## src/icache_geom_pkg.sv

```systemverilog
package icache_geom_pkg;

  // address and data width of the fetch path
  localparam int XLEN = 32;

  // 8 KB direct mapped, 128 lines of 64 bytes
  localparam int NUM_LINES = 128;
  localparam int LINE_WORDS = 16;

  // byte offset inside a line
  localparam int OFFSET_W = 6;

  // line index
  localparam int INDEX_W = 7;

  // tag is whatever is left above index and offset
  localparam int TAG_W = XLEN - INDEX_W - OFFSET_W;

  // word index inside a line
  localparam int WORD_IDX_W = 4;

  // address field positions
  // tag | index | word | byte
  localparam int INDEX_LSB = OFFSET_W;
  localparam int TAG_LSB = OFFSET_W + INDEX_W;

  // low two bits pick the byte inside a word
  localparam int WORD_LSB = 2;

  // halfword granule for compressed instructions
  localparam int HALF_W = 16;

  // last word of a line, also the last beat of a refill
  localparam logic [WORD_IDX_W-1:0] LAST_WORD_IDX = WORD_IDX_W'(LINE_WORDS - 1);

endpackage

```

## src/icache_inst_align.sv

```systemverilog
`timescale 1ns/1ps

module icache_inst_align (
  // byte offset of the fetch inside its line
  input  logic [icache_geom_pkg::OFFSET_W-1:0] look_offset_i,
  // word at the offset and the one after it
  input  logic [icache_geom_pkg::XLEN-1:0]     word_lo_i,
  input  logic [icache_geom_pkg::XLEN-1:0]     word_hi_i,
  // uncached bypass
  input  logic [icache_geom_pkg::XLEN-1:0]     uncache_word_i,
  input  logic                              uncache_sel_i,
  output logic [icache_geom_pkg::XLEN-1:0]     fetch_data_o
);

  logic                                 upper_half;
  logic [icache_geom_pkg::HALF_W-1:0]   cur_half;
  logic [icache_geom_pkg::HALF_W-1:0]   next_half;
  logic                                 is_full;
  logic [icache_geom_pkg::XLEN-1:0]     cached_inst;

  // bit 1 picks the halfword inside the word
  assign upper_half = look_offset_i[1];

  assign cur_half = upper_half ? word_lo_i[icache_geom_pkg::XLEN-1:icache_geom_pkg::HALF_W]
                    : word_lo_i[icache_geom_pkg::HALF_W-1:0];

  // upper half of the pair sits in the next word when crossing
  // word_hi is zero past the last word, so offset 62 pairs with zero
  always_comb begin
    if (upper_half) begin
      next_half = word_hi_i[icache_geom_pkg::HALF_W-1:0];
    end else begin
      next_half = word_lo_i[icache_geom_pkg::XLEN-1:icache_geom_pkg::HALF_W];
    end
  end

  // 2'b11 in the low bits marks a 32-bit encoding
  assign is_full = (cur_half[1:0] == 2'b11);

  // compressed ones come out zero extended
  assign cached_inst = is_full ? {next_half, cur_half}
                       : {{(icache_geom_pkg::XLEN - icache_geom_pkg::HALF_W){1'b0}}, cur_half};

  // uncached word passes untouched
  assign fetch_data_o = uncache_sel_i ? uncache_word_i : cached_inst;

endmodule

```

## config.mk

```make
export PLATFORM = sky130hd
export DESIGN_NAME = icache_inst_align
export DESIGN_NICKNAME = d
export VERILOG_FILES = /design/src/icache_geom_pkg.sv /design/src/icache_inst_align.sv
export SDC_FILE = /design/constraint.sdc
export NUM_CORES = 1
export LEC_CHECK = 0
export BUFFER_PORTS_ARGS = -buffer_cell sky130_fd_sc_hd__buf_2
export CAP_MARGIN = 20
export CORE_MARGIN = 2
export CORE_UTILIZATION = 30
export DETAILED_ROUTE_END_ITERATION = 8
export PLACE_DENSITY = 0.91
export SLEW_MARGIN = 5
export SYNTH_ARGS = -nofsm -noshare
export SYNTH_HDL_FRONTEND = slang
export SYNTH_SLANG_ARGS = --single-unit
export TNS_END_PERCENT = 1
```

## constraint.sdc

```tcl
create_clock -name vclk -period 1.94
set_input_delay 0.194 -clock vclk [all_inputs]
set_output_delay 0.194 -clock vclk [all_outputs]
set_load 0.005 [all_outputs]
```

==> impl_metrics.env <==
export IMPL_ir_drop_mv=0.165
export IMPL_hpwl_mm=2.17
export IMPL_tns_ps=0
export IMPL_hold_class="input port to output port"
export IMPL_cp_start_kind="input port"
export IMPL_p_clk_share_pct=0
export IMPL_yosysTopAreaCell="mux2i_1"
export IMPL_min_period_ps=1590
export IMPL_crit_slowest_cell="a21o_1"
export IMPL_timing_fmax_mhz=628
export IMPL_crit_required_ps=1750
export IMPL_syn_area_per_cell_um2=6.75
export IMPL_start_util_pct=32.3
export IMPL_antenna_found_initial=0
export IMPL_drc_errors=0
export IMPL_setup_violations_final=0
export IMPL_drtPass1Iterations=2
export IMPL_die_h_um=53.5
export IMPL_area_growth_pct=76.5
export IMPL_nFlopsAndLatches=0
export IMPL_yosysUniqueCellTypes=11
export IMPL_grt_pass1_wl_mm=3.61
export IMPL_wirelength_mm=2.59
export IMPL_syn_inst=109
export IMPL_seq_power_share_pct=0
export IMPL_synth_fp_nets=212
export IMPL_synthTopCellsByCount="32 x mux2i_1, 32 x nand2_1, 22 x o21ai_0, 10 x o21ai_2, 4 x clkbuf_1"
export IMPL_synth_top_area_share_pct=43.5
export IMPL_rows=17
export IMPL_cp_max_fo=16
export IMPL_tightest_slew_ps=707
export IMPL_io_pins=135
export IMPL_synth_area_um2=736
export IMPL_p_total_uw=272
export IMPL_cp_arrival_ps=1400
export IMPL_cpPeakStageDelay_ps=580
export IMPL_clkbuf_count=0
export IMPL_first_global_vias=931
export IMPL_die_w_um=53.5
export IMPL_grt_max_degree=49
export IMPL_hold_violations=0
export IMPL_path_delay_family="compound AO/OA/AOI/OAI gates"
export IMPL_holdPathEnd="fetch_data_o[9]"
export IMPL_ant_nets=0
export IMPL_diodes=0
export IMPL_final_period_utilization_pct=82.1
export IMPL_worst_path_buf_inv=2
export IMPL_power_leakage_uw=0.000817
export IMPL_io_buffers=114
export IMPL_layout_drive_gt1_share_pct=59.3
export IMPL_place_gp_congestion=0.697
export IMPL_post_cts_buffers=0
export IMPL_synth_area_leaders="mux2i_1 44%, nand2_1 16%, o21ai_0 15%"
export IMPL_end_kind="output port"
export IMPL_worstPathCellList="buf_2 -> nand3b_4 -> a21o_1 -> o21ai_0 -> buf_2"
export IMPL_vias_per_cell=4.62
export IMPL_p_int_uw=150
export IMPL_cpMostUsedCell="buf_2"
export IMPL_p_switching_uw=123
export IMPL_dr_total_vias=1127
export IMPL_holdBufCountCts=0
export IMPL_final_core_util_pct=57.1
export IMPL_hold_slack_ps=652
export IMPL_hp_start="uncache_word_i[9]"
export IMPL_fill_cells=233
export IMPL_wire_per_inst_um=10.6
export IMPL_p_per_area_mw_per_mm2=210
export IMPL_p_comb_share_pct=100.0
export IMPL_maxSlewHeadroom_pct=52.8
export IMPL_drt_iter0_drc=4
export IMPL_core_mm2=0.00228
export IMPL_crit_type="input port to output port"
export IMPL_max_cap_viol_count=0
export IMPL_gr_total_overflow=0
export IMPL_nNetsFinal=321
export IMPL_post_cts_resized=0
export IMPL_rsz0062_at_grt="false"
export IMPL_ys_seq_area_share_pct=0
export IMPL_whs_path_depth=4
export IMPL_status="complete, no violations"
export IMPL_die_area_mm2=0.00286
export IMPL_switching_share_pct=45.1
export IMPL_yosysWarnings=0
export IMPL_regArea_um2=0
export IMPL_slew_violations=0
export IMPL_grt_util_all_layers_pct=16.1
## through the flow
step                      setup WS, ps  area (um2)  instances
after global routing               221        1300        244
final                              347        1300        244
after detailed placement           313        1300        244
after global placement             316        1300        244
after CTS                          307        1300        244
after floorplan                    789         736        109
## per-layer routing
layer	track usage (%)	up-vias	routed length (um)
li1	-	598	-
met1	14.7	463	900
met2	37.4	66	1380
met3	2.26	0	313
met4	0	0	0
met5	0	-	0
## worst max-delay path by stage
stage	startpoint	endpoint	cells past startpoint
after detailed placement	look_offset_i[1]	fetch_data_o[16]	5
after CTS	look_offset_i[1]	fetch_data_o[16]	5
after global placement	look_offset_i[1]	fetch_data_o[16]	5
final	look_offset_i[1]	fetch_data_o[19]	5
after global routing	look_offset_i[1]	fetch_data_o[19]	5
after floorplan	look_offset_i[1]	fetch_data_o[21]	5
## cells by family after synthesis
kind of cell           synth area share (%)
buffers and inverters                  8.84
AO/OA/AOI/OAI                          27.9
AND/OR/NAND/NOR                        19.7
multiplexers                           43.5
## layout make-up
cell class	count	area (um2)	area share, %
Tap cell	28	35.0	2.70
Timing Repair Buffer	117	593	45.7
Multi-Input combinational cell	99	671	51.6
## cells in the final DEF (no fill, tap or decap)
cell and count:
buf_2 114, o21ai_2 10, a21o_1 1, mux2i_1 32, o21ai_0 22, nand3_1 1
nand2_1 32, buf_4 3, nand3b_4 1
## power by group through the flow
stage / clock network (uW) / registers [uW] / logic (uW)
4_1_cts: 0 / 0 / 276
3_5_place_dp: 0 / 0 / 274
2_1_floorplan: 0 / 0 / 133
5_1_grt: 0 / 0 / 305
3_3_place_gp: 0 / 0 / 268
6_report: 0 / 0 / 272
No activity file was read; power rests on OpenSTA's default activity.
