`config.mk`:
```
export PLATFORM = sky130hd
export DESIGN_NAME = icache_fetch_ctrl
export DESIGN_NICKNAME = d
export VERILOG_FILES = /design/src/icache_geom_pkg.sv /design/src/icache_bus_pkg.sv /design/src/icache_fetch_ctrl.sv
export SDC_FILE = /design/constraint.sdc
export NUM_CORES = 1
export LEC_CHECK = 0
export ABC_AREA = 1
export BUFFER_PORTS_ARGS = -buffer_cell sky130_fd_sc_hd__buf_2
export CAP_MARGIN = 20
export CORE_UTILIZATION = 47
export DETAILED_ROUTE_END_ITERATION = 10
export GPL_ROUTABILITY_DRIVEN = 0
export GPL_TIMING_DRIVEN = 0
export PLACE_DENSITY = 0.87
export SYNTH_ARGS = -nofsm -noshare
export SYNTH_HDL_FRONTEND = slang
export SYNTH_SLANG_ARGS = --single-unit
```
`constraint.sdc`:
```
create_clock -name clk -period 10 [get_ports clk]
set_input_delay 1.5 -clock clk [delete_from_list [all_inputs] [get_ports clk]]
set_output_delay 1.5 -clock clk [all_outputs]
set_load 0.02 [all_outputs]
```
`src/icache_geom_pkg.sv`:
```
package icache_geom_pkg;

  // address and data width of the fetch path
  localparam int XLEN = 32;

  // 8 KB direct mapped, 128 lines of 64 bytes
  localparam int NUM_LINES = 128;
  localparam int LINE_WORDS = 16;

  // byte offset inside a line
  localparam int OFFSET_W = 6;

  // line index
  localparam int INDEX_W = 7;

  // tag is whatever is left above index and offset
  localparam int TAG_W = XLEN - INDEX_W - OFFSET_W;

  // word index inside a line
  localparam int WORD_IDX_W = 4;

  // address field positions
  // tag | index | word | byte
  localparam int INDEX_LSB = OFFSET_W;
  localparam int TAG_LSB = OFFSET_W + INDEX_W;

  // low two bits pick the byte inside a word
  localparam int WORD_LSB = 2;

  // halfword granule for compressed instructions
  localparam int HALF_W = 16;

  // last word of a line, also the last beat of a refill
  localparam logic [WORD_IDX_W-1:0] LAST_WORD_IDX = WORD_IDX_W'(LINE_WORDS - 1);

endpackage

```
`src/icache_bus_pkg.sv`:
```
package icache_bus_pkg;

  // width of the burst length field on the memory bus
  localparam int RLEN_W = 8;

  // length code is beats minus one
  // full line refill, 16 beats
  localparam logic [RLEN_W-1:0] BURST_LEN_LINE = 8'd15;

  // single word, uncached read
  localparam logic [RLEN_W-1:0] BURST_LEN_SINGLE = 8'd0;

  // uncached space is picked by the top address nibble
  localparam int REGION_W = 4;
  localparam logic [REGION_W-1:0] UNCACHE_REGION = 4'hA;

  // fetch controller states
  // IDLE          waits for a fetch request
  // LOOKUP        tag compare, hit returns data in this cycle
  // REFILL        line burst from memory, then back to LOOKUP
  // UNCACHED      single beat read, word is not stored
  // UNCACHED_DONE hands the latched word to the cpu
  typedef enum logic [2:0] {
    IDLE,
    LOOKUP,
    REFILL,
    UNCACHED,
    UNCACHED_DONE
  } fetch_state_e;

endpackage

```
`src/icache_fetch_ctrl.sv`:
```
`timescale 1ns/1ps

module icache_fetch_ctrl (
  input  logic                                clk,
  input  logic                                rst,
  // cpu side
  input  logic [icache_geom_pkg::XLEN-1:0]       fetch_addr_i,
  input  logic                                fetch_valid_i,
  output logic                                fetch_ready_o,
  // line store
  input  logic                                hit_i,
  output logic [icache_geom_pkg::XLEN-1:0]       look_addr_o,
  output logic                                fill_we_o,
  output logic [icache_geom_pkg::WORD_IDX_W-1:0] fill_word_idx_o,
  output logic [icache_geom_pkg::XLEN-1:0]       fill_data_o,
  output logic                                tag_we_o,
  // aligner
  output logic [icache_geom_pkg::XLEN-1:0]       uncache_word_o,
  output logic                                uncache_sel_o,
  // memory side
  input  logic                                mem_beat_i,
  input  logic [icache_geom_pkg::XLEN-1:0]       mem_rdata_i,
  output logic                                mem_req_o,
  output logic [icache_geom_pkg::XLEN-1:0]       mem_addr_o,
  output logic [icache_bus_pkg::RLEN_W-1:0]      mem_rlen_o
);

  icache_bus_pkg::fetch_state_e state_q;

  // fetch address held for the whole request
  logic [icache_geom_pkg::XLEN-1:0] addr_q;

  // beat counter, doubles as fill word index
  logic [icache_geom_pkg::WORD_IDX_W-1:0] beat_cnt_q;

  logic                                 mem_req_q;
  logic [icache_geom_pkg::XLEN-1:0]     mem_addr_q;
  logic [icache_bus_pkg::RLEN_W-1:0]    mem_rlen_q;
  logic [icache_geom_pkg::XLEN-1:0]     uncache_word_q;

  logic is_uncached;
  logic beat;
  logic last_beat;

  // uncached when the top nibble hits the io region
  assign is_uncached = (addr_q[icache_geom_pkg::XLEN-1 -: icache_bus_pkg::REGION_W]
                        == icache_bus_pkg::UNCACHE_REGION);

  // one beat per cycle with request and strobe both high
  assign beat      = mem_req_q && mem_beat_i;
  assign last_beat = (beat_cnt_q == icache_geom_pkg::LAST_WORD_IDX);

  // control state
  always_ff @(posedge clk) begin
    if (rst) begin
      state_q    <= icache_bus_pkg::IDLE;
      mem_req_q  <= 1'b0;
      beat_cnt_q <= '0;
    end else begin
      case (state_q)
        icache_bus_pkg::IDLE: begin
          if (fetch_valid_i) begin
            state_q <= icache_bus_pkg::LOOKUP;
          end
        end
        icache_bus_pkg::LOOKUP: begin
          // io space bypasses the arrays even if a tag looks equal
          if (is_uncached) begin
            state_q   <= icache_bus_pkg::UNCACHED;
            mem_req_q <= 1'b1;
          end else if (!hit_i) begin
            state_q    <= icache_bus_pkg::REFILL;
            mem_req_q  <= 1'b1;
            beat_cnt_q <= '0;
          end else begin
            state_q <= icache_bus_pkg::IDLE;
          end
        end
        icache_bus_pkg::REFILL: begin
          if (beat) begin
            beat_cnt_q <= beat_cnt_q + 1'b1;
            // tag goes in with the last word, lookup then hits
            if (last_beat) begin
              mem_req_q <= 1'b0;
              state_q   <= icache_bus_pkg::LOOKUP;
            end
          end
        end
        icache_bus_pkg::UNCACHED: begin
          if (beat) begin
            mem_req_q <= 1'b0;
            state_q   <= icache_bus_pkg::UNCACHED_DONE;
          end
        end
        icache_bus_pkg::UNCACHED_DONE: begin
          state_q <= icache_bus_pkg::IDLE;
        end
        default: begin
          state_q <= icache_bus_pkg::IDLE;
        end
      endcase
    end
  end

  // address and data payload
  always_ff @(posedge clk) begin
    // capture on acceptance
    if (state_q == icache_bus_pkg::IDLE && fetch_valid_i) begin
      addr_q <= fetch_addr_i;
    end
    // bus address and length set up for the next cycle
    if (state_q == icache_bus_pkg::LOOKUP) begin
      if (is_uncached) begin
        // exact address, one beat
        mem_addr_q <= addr_q;
        mem_rlen_q <= icache_bus_pkg::BURST_LEN_SINGLE;
      end else begin
        // line aligned burst
        mem_addr_q <= {addr_q[icache_geom_pkg::XLEN-1:icache_geom_pkg::OFFSET_W],
                       {icache_geom_pkg::OFFSET_W{1'b0}}};
        mem_rlen_q <= icache_bus_pkg::BURST_LEN_LINE;
      end
    end
    if (state_q == icache_bus_pkg::UNCACHED && beat) begin
      uncache_word_q <= mem_rdata_i;
    end
  end

  // store writes ride on each refill beat
  assign fill_we_o       = beat && (state_q == icache_bus_pkg::REFILL);
  assign fill_word_idx_o = beat_cnt_q;
  assign fill_data_o     = mem_rdata_i;
  assign tag_we_o        = fill_we_o && last_beat;

  assign look_addr_o    = addr_q;
  assign uncache_word_o = uncache_word_q;
  assign uncache_sel_o  = (state_q == icache_bus_pkg::UNCACHED_DONE);

  // ready on a cached hit or on the uncached hand-off cycle
  assign fetch_ready_o = ((state_q == icache_bus_pkg::LOOKUP) && hit_i && !is_uncached)
                         || uncache_sel_o;

  assign mem_req_o  = mem_req_q;
  assign mem_addr_o = mem_addr_q;
  assign mem_rlen_o = mem_rlen_q;

endmodule

```
==> impl_results.md, run 1 <==
* Outcome: completed
* Simple-Gate Fraction of Synth Area at 7.83%
* Pre-CTS WS at 6220 ps
* Slew headroom at 42.7%
* CTS tree: built
* Pins Over Slew Limit at 0
* Required time of the critical path at 8500 ps
* Synthesized area per cell at 15.6 sq um
* Asr flop ratio synth at 0%
* Multiplexer area fraction after synthesis at 0%
* First-pass GRT wire length at 12900 microns
* RSZ-0062 raised after global routing: false
* Clock Path Buffers at 2
* R2R Path End: uncache_word_o[29]$_DFFE_PP_
* Max Freq at 0.263 GHz
* Worst Max-Slew Pin Slew at 857 ps
* Clk root buf: clkbuf_8
* Synth area leader: edfxtp_1
* Area Growth Syn to Fin at 38.5%
* FF+latch count, synth at 105
* Port Buffer Count at 209
* CP max FO at 7
* Post-CTS setup buffer count at 0
* Crit path cell chain: buf_2, nand2_1, nor2_2, inv_2, nor2_1, buf_2
* Global route hottest layer: met2
* Synth Instances at 246
* Synth top area cells: edfxtp_1, buf_4, dfxtp_1
* CTS Hold Bufs at 0
* Global-route usage over all layers at 20.4%
* Count of endpoints failing setup in the final report at 0
* Startpoint of the worst register-to-register path: state_q[1]$_SDFFE_PP0P_
* Final WS setup at 6190 ps
* Critical path's most frequent cell: buf_2
* Grt met2 use at 36.2%
* Sequential area share after synthesis at 80.1%
* Largest net degree at the start of global routing at 33
* Clock Skew at 17.3 ps
* WL/cell at 14.4 microns
* Finished Layout Cells at 579
* CP startpoint kind: input port
* Nets at 542
* Die H at 92.3 microns
* LEAKAGE at 2.41 nW
* Synth Flop Type: edfxtp_1
* Antenna cell count at 0
* Fin. Hold Viols at 0
* Met1 Track Usage GR at 22.1%
* Post-Route WL at 8330 microns
* Die ar. at 8520 sq um
* Remaining DRCs at 0
* Minimum clock period at 3810 ps
* Critical Path Slowest Stage Cell: nor2_2
* Clk pin slew, worst setup/hold paths at 100 ps
* FP Rows at 32
* Adder-cell share of the synthesized area at 0.326%
* Clk_lat worst skew at 360 ps
* CP Launch Point: mem_beat_i
* Tcrit/Tclk final at 38.1%
* Drt pass-1 iters at 4
* Worst EP arrival at 2310 ps
* Setup tns final at 0 ps
* PD cells at 196 nW/um^2
* R2r setup slk at 8140 ps
* Critical path type: in -> out
* Worst VDD drop at 0.0000826 V
* CTS HTree Levels at 3
* Cells on worst reg2reg path at 4
* Synth warn at 0
* Yosys cell types at 23
* Netlist Area Pre-Place at 3830 sq um
* Cts bufs inserted at 9
* Number of global-route vias before repair at 2600
* Worst setup EP type: output port
* Synth top cells by count: edfxtp_1, buf_4, inv_1, nand2_1, nor2_1
* Antenna viol nets, final at 0
* Routed via count at 2650
* Compound-Gate Fraction of Synth Area at 1.63%
* Fraction of layout cells with a size suffix above 1 at 59.1%
* Core outline area at 7810 sq um
* Die Width at 92.3 microns
* CTS sink cnt at 105
* Vias per Instance at 4.58
* Max-cap viol count at 0
* Initial antenna violation count at 0
* CP endpoint: tag_we_o
* Detailed placer's ending HPWL at 6540 microns
* 1st-iter DRT viols at 101
* Starting density of the core at 49.1%
* Synth top area share at 76.0%
* Slowest stage delay, CP at 240 ps
* Post-CTS Resized at 0
* XOR/XNOR Fraction of Synth Area at 0%
* Largest family of logic cells by synthesized area: buffers and inverters
* Count leader, synth: edfxtp_1
* Top Ports at 214
* Post-synth EDFFs at 97
* GR Overflow Total at 0
* Number of cells after detailed placement at 563
* Worst Hold Class: reg -> reg
* M3 GR Usage at 6.32%
worst max-delay path: cells and delay by family:
| kind | cells | cell delay, ps |
|---|---|---|
| and+or+nand+nor | 3 | 500 |
| buffers and inverters | 3 | 300 |
per-stage QoR:
stage                     utilization, %  hold WS [ps]  cell area [sq um]  power (mW)
after floorplan                        -           565               3850       0.683
after global placement              64.3           425               5020       0.751
after detailed placement            65.2           426               5090       0.766
after CTS                           68.0           449               5310        1.05
after global routing                68.0           458               5310        1.08
final                               68.0           447               5310        1.04
flip-flops by register name (all words and copies together) (netlist names):
| name | flops |
|---|---|
| mem_rlen_o | 1 |
| mem_req_o | 1 |
| fill_word_idx_o | 4 |
| state_q | 3 |
| look_addr_o | 32 |
| uncache_word_o | 32 |
| mem_addr_o | 32 |
worst min-delay path by stage:
stage               cells past startpoint                              end                       startpoint  slack, ps
CTS                                     0         mem_addr_o[18]$_DFFE_PP_        look_addr_o[18]$_DFFE_PP_        450
floorplan                               2  fill_word_idx_o[3]$_SDFFE_PP0P_  fill_word_idx_o[3]$_SDFFE_PP0P_        570
global route                            0         mem_addr_o[27]$_DFFE_PP_        look_addr_o[27]$_DFFE_PP_        460
finish                                  0          mem_addr_o[7]$_DFFE_PP_         look_addr_o[7]$_DFFE_PP_        450
global placement                        0         mem_addr_o[25]$_DFFE_PP_        look_addr_o[25]$_DFFE_PP_        430
detailed placement                      0         mem_addr_o[18]$_DFFE_PP_        look_addr_o[18]$_DFFE_PP_        430
where the power goes:
part,switching [mW],leakage (nW),internal (mW)
clock,0.143,0.113,0.145
combinational,0.134,1.33,0.0694
sequential,0.0171,0.964,0.533
kinds of logic after synthesis:
logic type                 after synthesis
other                                    1
AOI/OAI and AO/OA                       11
DFF                                    105
buffers and inverters                   63
adders and majority gates                1
and+or+nand+nor                         65
area by class of cell:
class                      instances  area (sq um)
buffer                            39           293
clock buffer                      10           128
clock inverter                     6          97.6
fill                             586          2490
inverter                          24          90.1
multi-input combinational         81           408
sequential                       105          3070
tap                              102           128
timing repair buffer             212          1100
metal layers:
layer / wire length (microns) / vias to the layer above / share of wire (%)
met5: 0 / - / 0
met1: 3020 / 1221 / 36
li1: - / 1257 / -
met2: 4320 / 157 / 52
met3: 750 / 15 / 9.0
met4: 239 / 0 / 2.9
layout by cell type (no fill, tap or decap):
| master | instances |
|---|---|
| dfxtp_1 | 8 |
| buf_2 | 209 |
| inv_1 | 21 |
| clkbuf_1 | 1 |
| nor3_1 | 1 |
| nor3_2 | 2 |
| buf_4 | 39 |
| nand2_2 | 5 |
| a21oi_1 | 5 |
| conb_1 | 4 |
| edfxtp_1 | 97 |
| a21oi_2 | 1 |
| nand3_1 | 10 |
| clkinv_4 | 2 |
| bufinv_16 | 2 |
| buf_6 | 2 |
| nand2_1 | 21 |
| inv_6 | 1 |
| clkbuf_8 | 9 |
| inv_8 | 1 |
| o21ai_0 | 1 |
| nor2_2 | 1 |
| inv_2 | 3 |
| o21bai_1 | 1 |
| nor2_4 | 3 |
| nand2_4 | 1 |
| nor2_1 | 20 |
| ha_1 | 1 |
| buf_16 | 1 |
| a31oi_1 | 1 |
| nand4_1 | 1 |
| o21ai_1 | 2 |
Power figures use the tool's default switching activity.
==> run 2, diff against run 1 <==
Settings changed: CORE_UTILIZATION 47 to 44, PLACE_DENSITY 0.87 to 0.83.
Clock period 10 ns to 4 ns, I/O delays scaled along.
==> run 2 against run 1 <==
  * Via count fell by 1.7%
  * Flip-flop and latch count did not move
  * Clock skew down 1.0 ps
  * Design area down 0.92%
  * Sequential power increased to 2.5 times the previous value
  * Clock power grew 100%
  * Power up 140%
  * Critical endpoint is now fetch_ready_o
  * Largest cell class unchanged
  * Largest power group unchanged
==> impl_results.md, run 2 (synthesized netlist as in run 1, its figures left out) <==
* Outcome: completed
* Antenna viol nets, final at 0 (unchanged)
* Clock Path Buffers at 2 (unchanged)
* CTS HTree Levels at 3 (unchanged)
* Setup tns final at 0 ps (unchanged)
* Minimum clock period at 2250 ps
* Pre-CTS WS at 1990 ps (-4230 ps)
* Nets at 543 (+0.18%)
* Critical path type: reg -> out
* PD cells at 469 nW/um^2 (+140%)
* CP startpoint kind: flip-flop
* Worst Hold Class: in -> reg
* Clk root buf: clkbuf_8
* 1st-iter DRT viols at 63 (-38%)
* Initial antenna violation count at 0 (unchanged)
* Die ar. at 9090 sq um (+6.7%)
* Pins Over Slew Limit at 0 (unchanged)
* Drt pass-1 iters at 4 (unchanged)
* Die Width at 95.4 microns (+3.3%)
* Clk pin slew, worst setup/hold paths at 110 ps (about the same)
* Most common cell after layout, fill and taps aside: buf_2
* Count of endpoints failing setup in the final report at 0 (unchanged)
* GR Overflow Total at 0 (unchanged)
* Remaining DRCs at 0 (unchanged)
* FP Rows at 33 (+3.1%)
* Hold_ws at 412 ps (-34.6 ps)
* Starting density of the core at 46.0% (-3.1 points)
* Number of cells after detailed placement at 567 (+0.71%)
* Port Buffer Count at 209 (unchanged)
* LEAKAGE at 2.38 nW (-1.0%)
* Final Util at 63.1% (-4.9 points)
* CTS tree: built
* Cts bufs inserted at 9 (unchanged)
* Max Freq at 0.445 GHz
* Number of global-route vias before repair at 2502 (-3.8%)
* Required time of the critical path at 3400 ps (-5100 ps)
* Detailed placer's ending HPWL at 6510 microns (-0.44%)
* Die H at 95.4 microns (+3.3%)
* Worst setup EP type: output port
* Clock Skew at 16.3 ps (-1.03 ps)
* CTS Hold Bufs at 0 (unchanged)
* Fraction of layout cells with a size suffix above 1 at 59.1% (unchanged)
* Tcrit/Tclk final at 56.2%
* Fillers at 667 (+14%)
* Worst EP arrival at 1650 ps (-660 ps)
* Largest net degree at the start of global routing at 34 (+3.0%)
* Post-CTS Resized at 0 (unchanged)
* CP max FO at 10 (+3)
* Final WS setup at 1750 ps (-4440 ps)
* Worst VDD drop at 0.000200 V (+140%)
* Clk_lat worst skew at 350 ps (about the same)
* Total power at 2.47 mW (+140%)
* RSZ-0062 raised after global routing: false
* Commonest non-fill, non-tap cells in the layout: buf_2, edfxtp_1, buf_4, nand2_1, inv_1
* First-pass GRT wire length at 12000 microns (-6.6%)
* Vias per Instance at 4.47 (-2.2%)
* Top Ports at 214 (unchanged)
* DP Area at 5090 sq um (about the same)
* Post-CTS setup buffer count at 0 (unchanged)
* Core outline area at 8340 sq um (+6.8%)
* Worst Max-Slew Pin Slew at 855 ps (-2.24 ps)
* Post-Route WL at 8280 microns (-0.68%)
* Finished Layout Cells at 582 (+0.52%)
* Routed via count at 2604 (-1.7%)
* Final Cell Area at 5260 sq um (-0.92%)
* CTS sink cnt at 105 (unchanged)
* Global-route usage over all layers at 18.4% (-2.0 points)
* Antenna cell count at 0 (unchanged)
* Max-cap viol count at 0 (unchanged)
* Slew headroom at 42.9% (+0.15 points)
* Area Growth Syn to Fin at 37.3%
* Fin. Hold Viols at 0 (unchanged)
* WL/cell at 14.2 microns (-1.2%)
* Crit path cell chain: nor2_1, nand2_2, nand3_1, o21ai_0, buf_2
* Critical Path Slowest Stage Cell: edfxtp_1
* Slowest stage delay, CP at 450 ps (+210 ps)
-- run 2: final timing paths --
check | startpoint | to | slack, ps | depth (start not counted)
setup reg to reg | state_q[1]$_SDFFE_PP0P_ | uncache_word_o[6]$_DFFE_PP_ | 2110 | 4
hold reg to reg | look_addr_o[15]$_DFFE_PP_ | mem_addr_o[15]$_DFFE_PP_ | 450 | 0
setup / recovery | look_addr_o[28]$_DFFE_PP_ | fetch_ready_o | 1750 | 5
hold / removal | fetch_addr_i[6] | look_addr_o[6]$_DFFE_PP_ | 410 | 1
-- run 2: where the power goes --
group          switching, mW  internal, mW  leakage [nW]
clock                  0.357         0.232        0.0861
combinational          0.333         0.172          1.33
sequential            0.0434          1.33         0.964
total                  0.734          1.74          2.38
-- run 2: cell type report --
class                   count  area [sq um]  share of cell area [%]
clock buffers               9           124                    2.35
plain buffers              39           293                    5.56
inverters                  24          90.1                    1.71
multi-input cells          81           408                    7.75
flip-flops and latches    105          3070                    58.4
repair buffers            213          1100                    20.8
clock inverters             6          48.8                   0.927
well taps                 105           131                    2.50
-- run 2: critical path, delay by kind of cell, from the launching register on --
family          cells  cell delay, ps
buf+inv             1             170
simple gates        3             570
compound gates      1             120
flops               1             450
-- run 2: routing by layer --
layer	track usage [%]	vias up	routed length, microns
met5	0	-	0
met4	8.33	0	145
met3	4.94	11	632
met2	33.9	145	4480
met1	19.4	1187	3020
li1	-	1261	-
==> run 3, diff against run 2 <==
Clock period 4 ns to 2.1 ns, I/O delays scaled along.
==> run 3 against run 2 <==
  * Count of clock-buffer cells in the layout unchanged
  * Largest cell class unchanged
  * Highest routed layer unchanged
  * Clock power up 110%
  * Critical endpoint unchanged
  * Critical path depth unchanged
  * Power up 95%
  * Largest power group unchanged
==> impl_results.md, run 3 (synthesized netlist as in run 1, its figures left out) <==
* First-pass GRT wire length at 12300 microns (+2.1%)
* Vias per Instance at 4.45 (-0.48%)
* Initial antenna violation count at 0 (unchanged)
* Post-Route WL at 8400 microns (+1.5%)
* Die H at 95.4 microns (unchanged)
* Worst VDD drop at 0.000334 V (+67%)
* Required time of the critical path at 1780 ps (-1620 ps)
* Hold wc startpoint: fetch_addr_i[15]
* RSZ-0062 raised after global routing: false
* Most common cell after layout, fill and taps aside: buf_2
* Port Buffer Count at 209 (unchanged)
* WL/cell at 14.4 microns (+1.3%)
* Footprint of the multi-input gates at 415 sq um (+1.8%)
* Clock share of power at 25.4% (+1.5 points)
* Max-cap viol count at 0 (unchanged)
* Die Width at 95.4 microns (unchanged)
* Fillers at 639 (-4.2%)
* CTS sink cnt at 105 (unchanged)
* Share of power burned in registers at 54.6% (-1.1 points)
* Worst setup EP type: output port
* Min-Delay Path Depth at 1 (unchanged)
* Antenna cell count at 0 (unchanged)
* Hold Crit Endpoint: look_addr_o[15]$_DFFE_PP_
* Clk_lat worst skew at 360 ps (about the same)
* FP Rows at 33 (unchanged)
* Critical path type: reg -> out
* Startpoint of the worst register-to-register path: state_q[1]$_SDFFE_PP0P_
* Worst Max-Slew Pin Slew at 940 ps (+84.8 ps)
* Clk root buf: clkbuf_8
* Number of global-route vias before repair at 2500 (-0.080%)
* R2R Path End: uncache_word_o[8]$_DFFE_PP_
* Clock Skew at 18.0 ps (+1.74 ps)
* Commonest non-fill, non-tap cells in the layout: buf_2, edfxtp_1, buf_4, nand2_1, inv_1
* CP max FO at 10 (unchanged)
* CTS Hold Bufs at 0 (unchanged)
* Max Freq at 0.514 GHz
* Top Ports at 214 (unchanged)
* Area Growth Syn to Fin at 38.2%
* Setup tns final at 0 ps (unchanged)
* Starting density of the core at 46.0% (unchanged)
* Fraction of layout cells with a size suffix above 1 at 59.6% (+0.50 points)
* Slew headroom at 37.3% (-5.6 points)
* Pins Over Slew Limit at 0 (unchanged)
* Detailed placer's ending HPWL at 6480 microns (-0.57%)
* GR Overflow Total at 0 (unchanged)
* Cells on worst reg2reg path at 5 (+1)
* Hold_ws at 117 ps (-295 ps)
* Antenna viol nets, final at 0 (unchanged)
* CTS HTree Levels at 3 (unchanged)
* PD cells at 908 nW/um^2 (+93%)
* Clock Path Buffers at 2 (unchanged)
* Outcome: completed
* CTS tree: built
* Drt pass-1 iters at 4 (unchanged)
* Cts bufs inserted at 9 (unchanged)
* Core outline area at 8340 sq um (unchanged)
* Die ar. at 9090 sq um (unchanged)
* Routed via count at 2596 (-0.31%)
* R2r setup slk at 210 ps (-1900 ps)
* Worst Hold Class: in -> reg
* Fin. Hold Viols at 0 (unchanged)
* CP startpoint kind: flip-flop
* Comb pwr share at 20.1% (-0.4 points)
* Count of endpoints failing setup in the final report at 0 (unchanged)
* Clk pin slew, worst setup/hold paths at 120 ps (about the same)
* Minimum clock period at 1940 ps
* Pre-CTS WS at -191 ps (-2180 ps)
* P_int at 3.33 mW (+92%)
* Worst EP arrival at 1630 ps (-20 ps)
* Nets at 543 (unchanged)
* Global-route usage over all layers at 18.7% (+0.29 points)
* Remaining DRCs at 0 (unchanged)
* Net Sw Frac at 30.7% (+1.0 points)
* Final WS setup at 155 ps (-1600 ps)
* FF/Latch Area at 3070 sq um (about the same)
* Tcrit/Tclk final at 92.6%
* Largest net degree at the start of global routing at 22 (-35%)
* 1st-iter DRT viols at 97 (+54%)
* P_sw at 1.48 mW (+100%)
* LEAKAGE at 2.40 nW (+0.66%)
run 3: repair_timing:
action                                 CTS  global route
setup buffers                            1             0
endpoints found under the hold margin    0             0
pin swaps                                1             0
setup endpoints to repair                1             1
resized for setup                        0             1
cloned                                   1             0
run 3: area by class of cell:
type,count,share of cell area [%]
Buffer,39,5.53
Clock inverter,7,1.42
Inverter,24,1.70
Multi-Input combinational cell,82,7.84
Clock buffer,9,2.34
Tap cell,105,2.48
Timing Repair Buffer,212,20.7
Sequential cell,105,58.0
run 3: layer usage:
layer,up-vias,track usage [%],part of all wire [%]
met5,-,0,0
met4,0,7.58,1.7
met3,12,4.78,9.1
met2,139,33.0,52
met1,1183,21.4,37
li1,1262,-,-
run 3: metrics by stage:
stage / util [%] / std cells / area, sq um / total power [mW]
global route: 63.5 / 583 / 5300 / 5.04
global placement: 60.5 / 563 / 5040 / 3.58
CTS: 63.5 / 583 / 5300 / 4.85
floorplan: - / 249 / 3860 / 3.26
detailed placement: 61.0 / 565 / 5080 / 3.64
finish: 63.5 / 583 / 5300 / 4.81
run 3: how the worst max path moves through the flow:
| stage | to | slack (ps) | startpoint | cells after the start |
|---|---|---|---|---|
| 2_1_floorplan | uncache_word_o[0]$_DFFE_PP_ | 160 | state_q[1]$_SDFFE_PP0P_ | 4 |
| 3_3_place_gp | uncache_word_o[14]$_DFFE_PP_ | -200 | state_q[1]$_SDFFE_PP0P_ | 4 |
| 3_5_place_dp | fetch_ready_o | -190 | state_q[0]$_SDFFE_PP0P_ | 5 |
| 4_1_cts | fetch_ready_o | 120 | look_addr_o[28]$_DFFE_PP_ | 5 |
| 5_1_grt | fetch_ready_o | 7 | look_addr_o[28]$_DFFE_PP_ | 5 |
| 6_report | fetch_ready_o | 160 | look_addr_o[28]$_DFFE_PP_ | 5 |
run 3: power groups by stage:
| stage | clock [mW] | combinational, mW | sequential [mW] |
|---|---|---|---|
| 4_1_cts | 1.24 | 0.976 | 2.63 |
| 5_1_grt | 1.34 | 1.05 | 2.65 |
| 6_report | 1.22 | 0.965 | 2.63 |
| 2_1_floorplan | 0 | 0.357 | 2.90 |
| 3_3_place_gp | 0 | 0.912 | 2.67 |
| 3_5_place_dp | 0 | 0.956 | 2.68 |
run 3: critical path: stages (launching register included):
cell and delay [ps]:
edfxtp_1 470, nor2_1 200, nand2_2 170, nand3_1 170
o21ai_0 110, buf_2 170
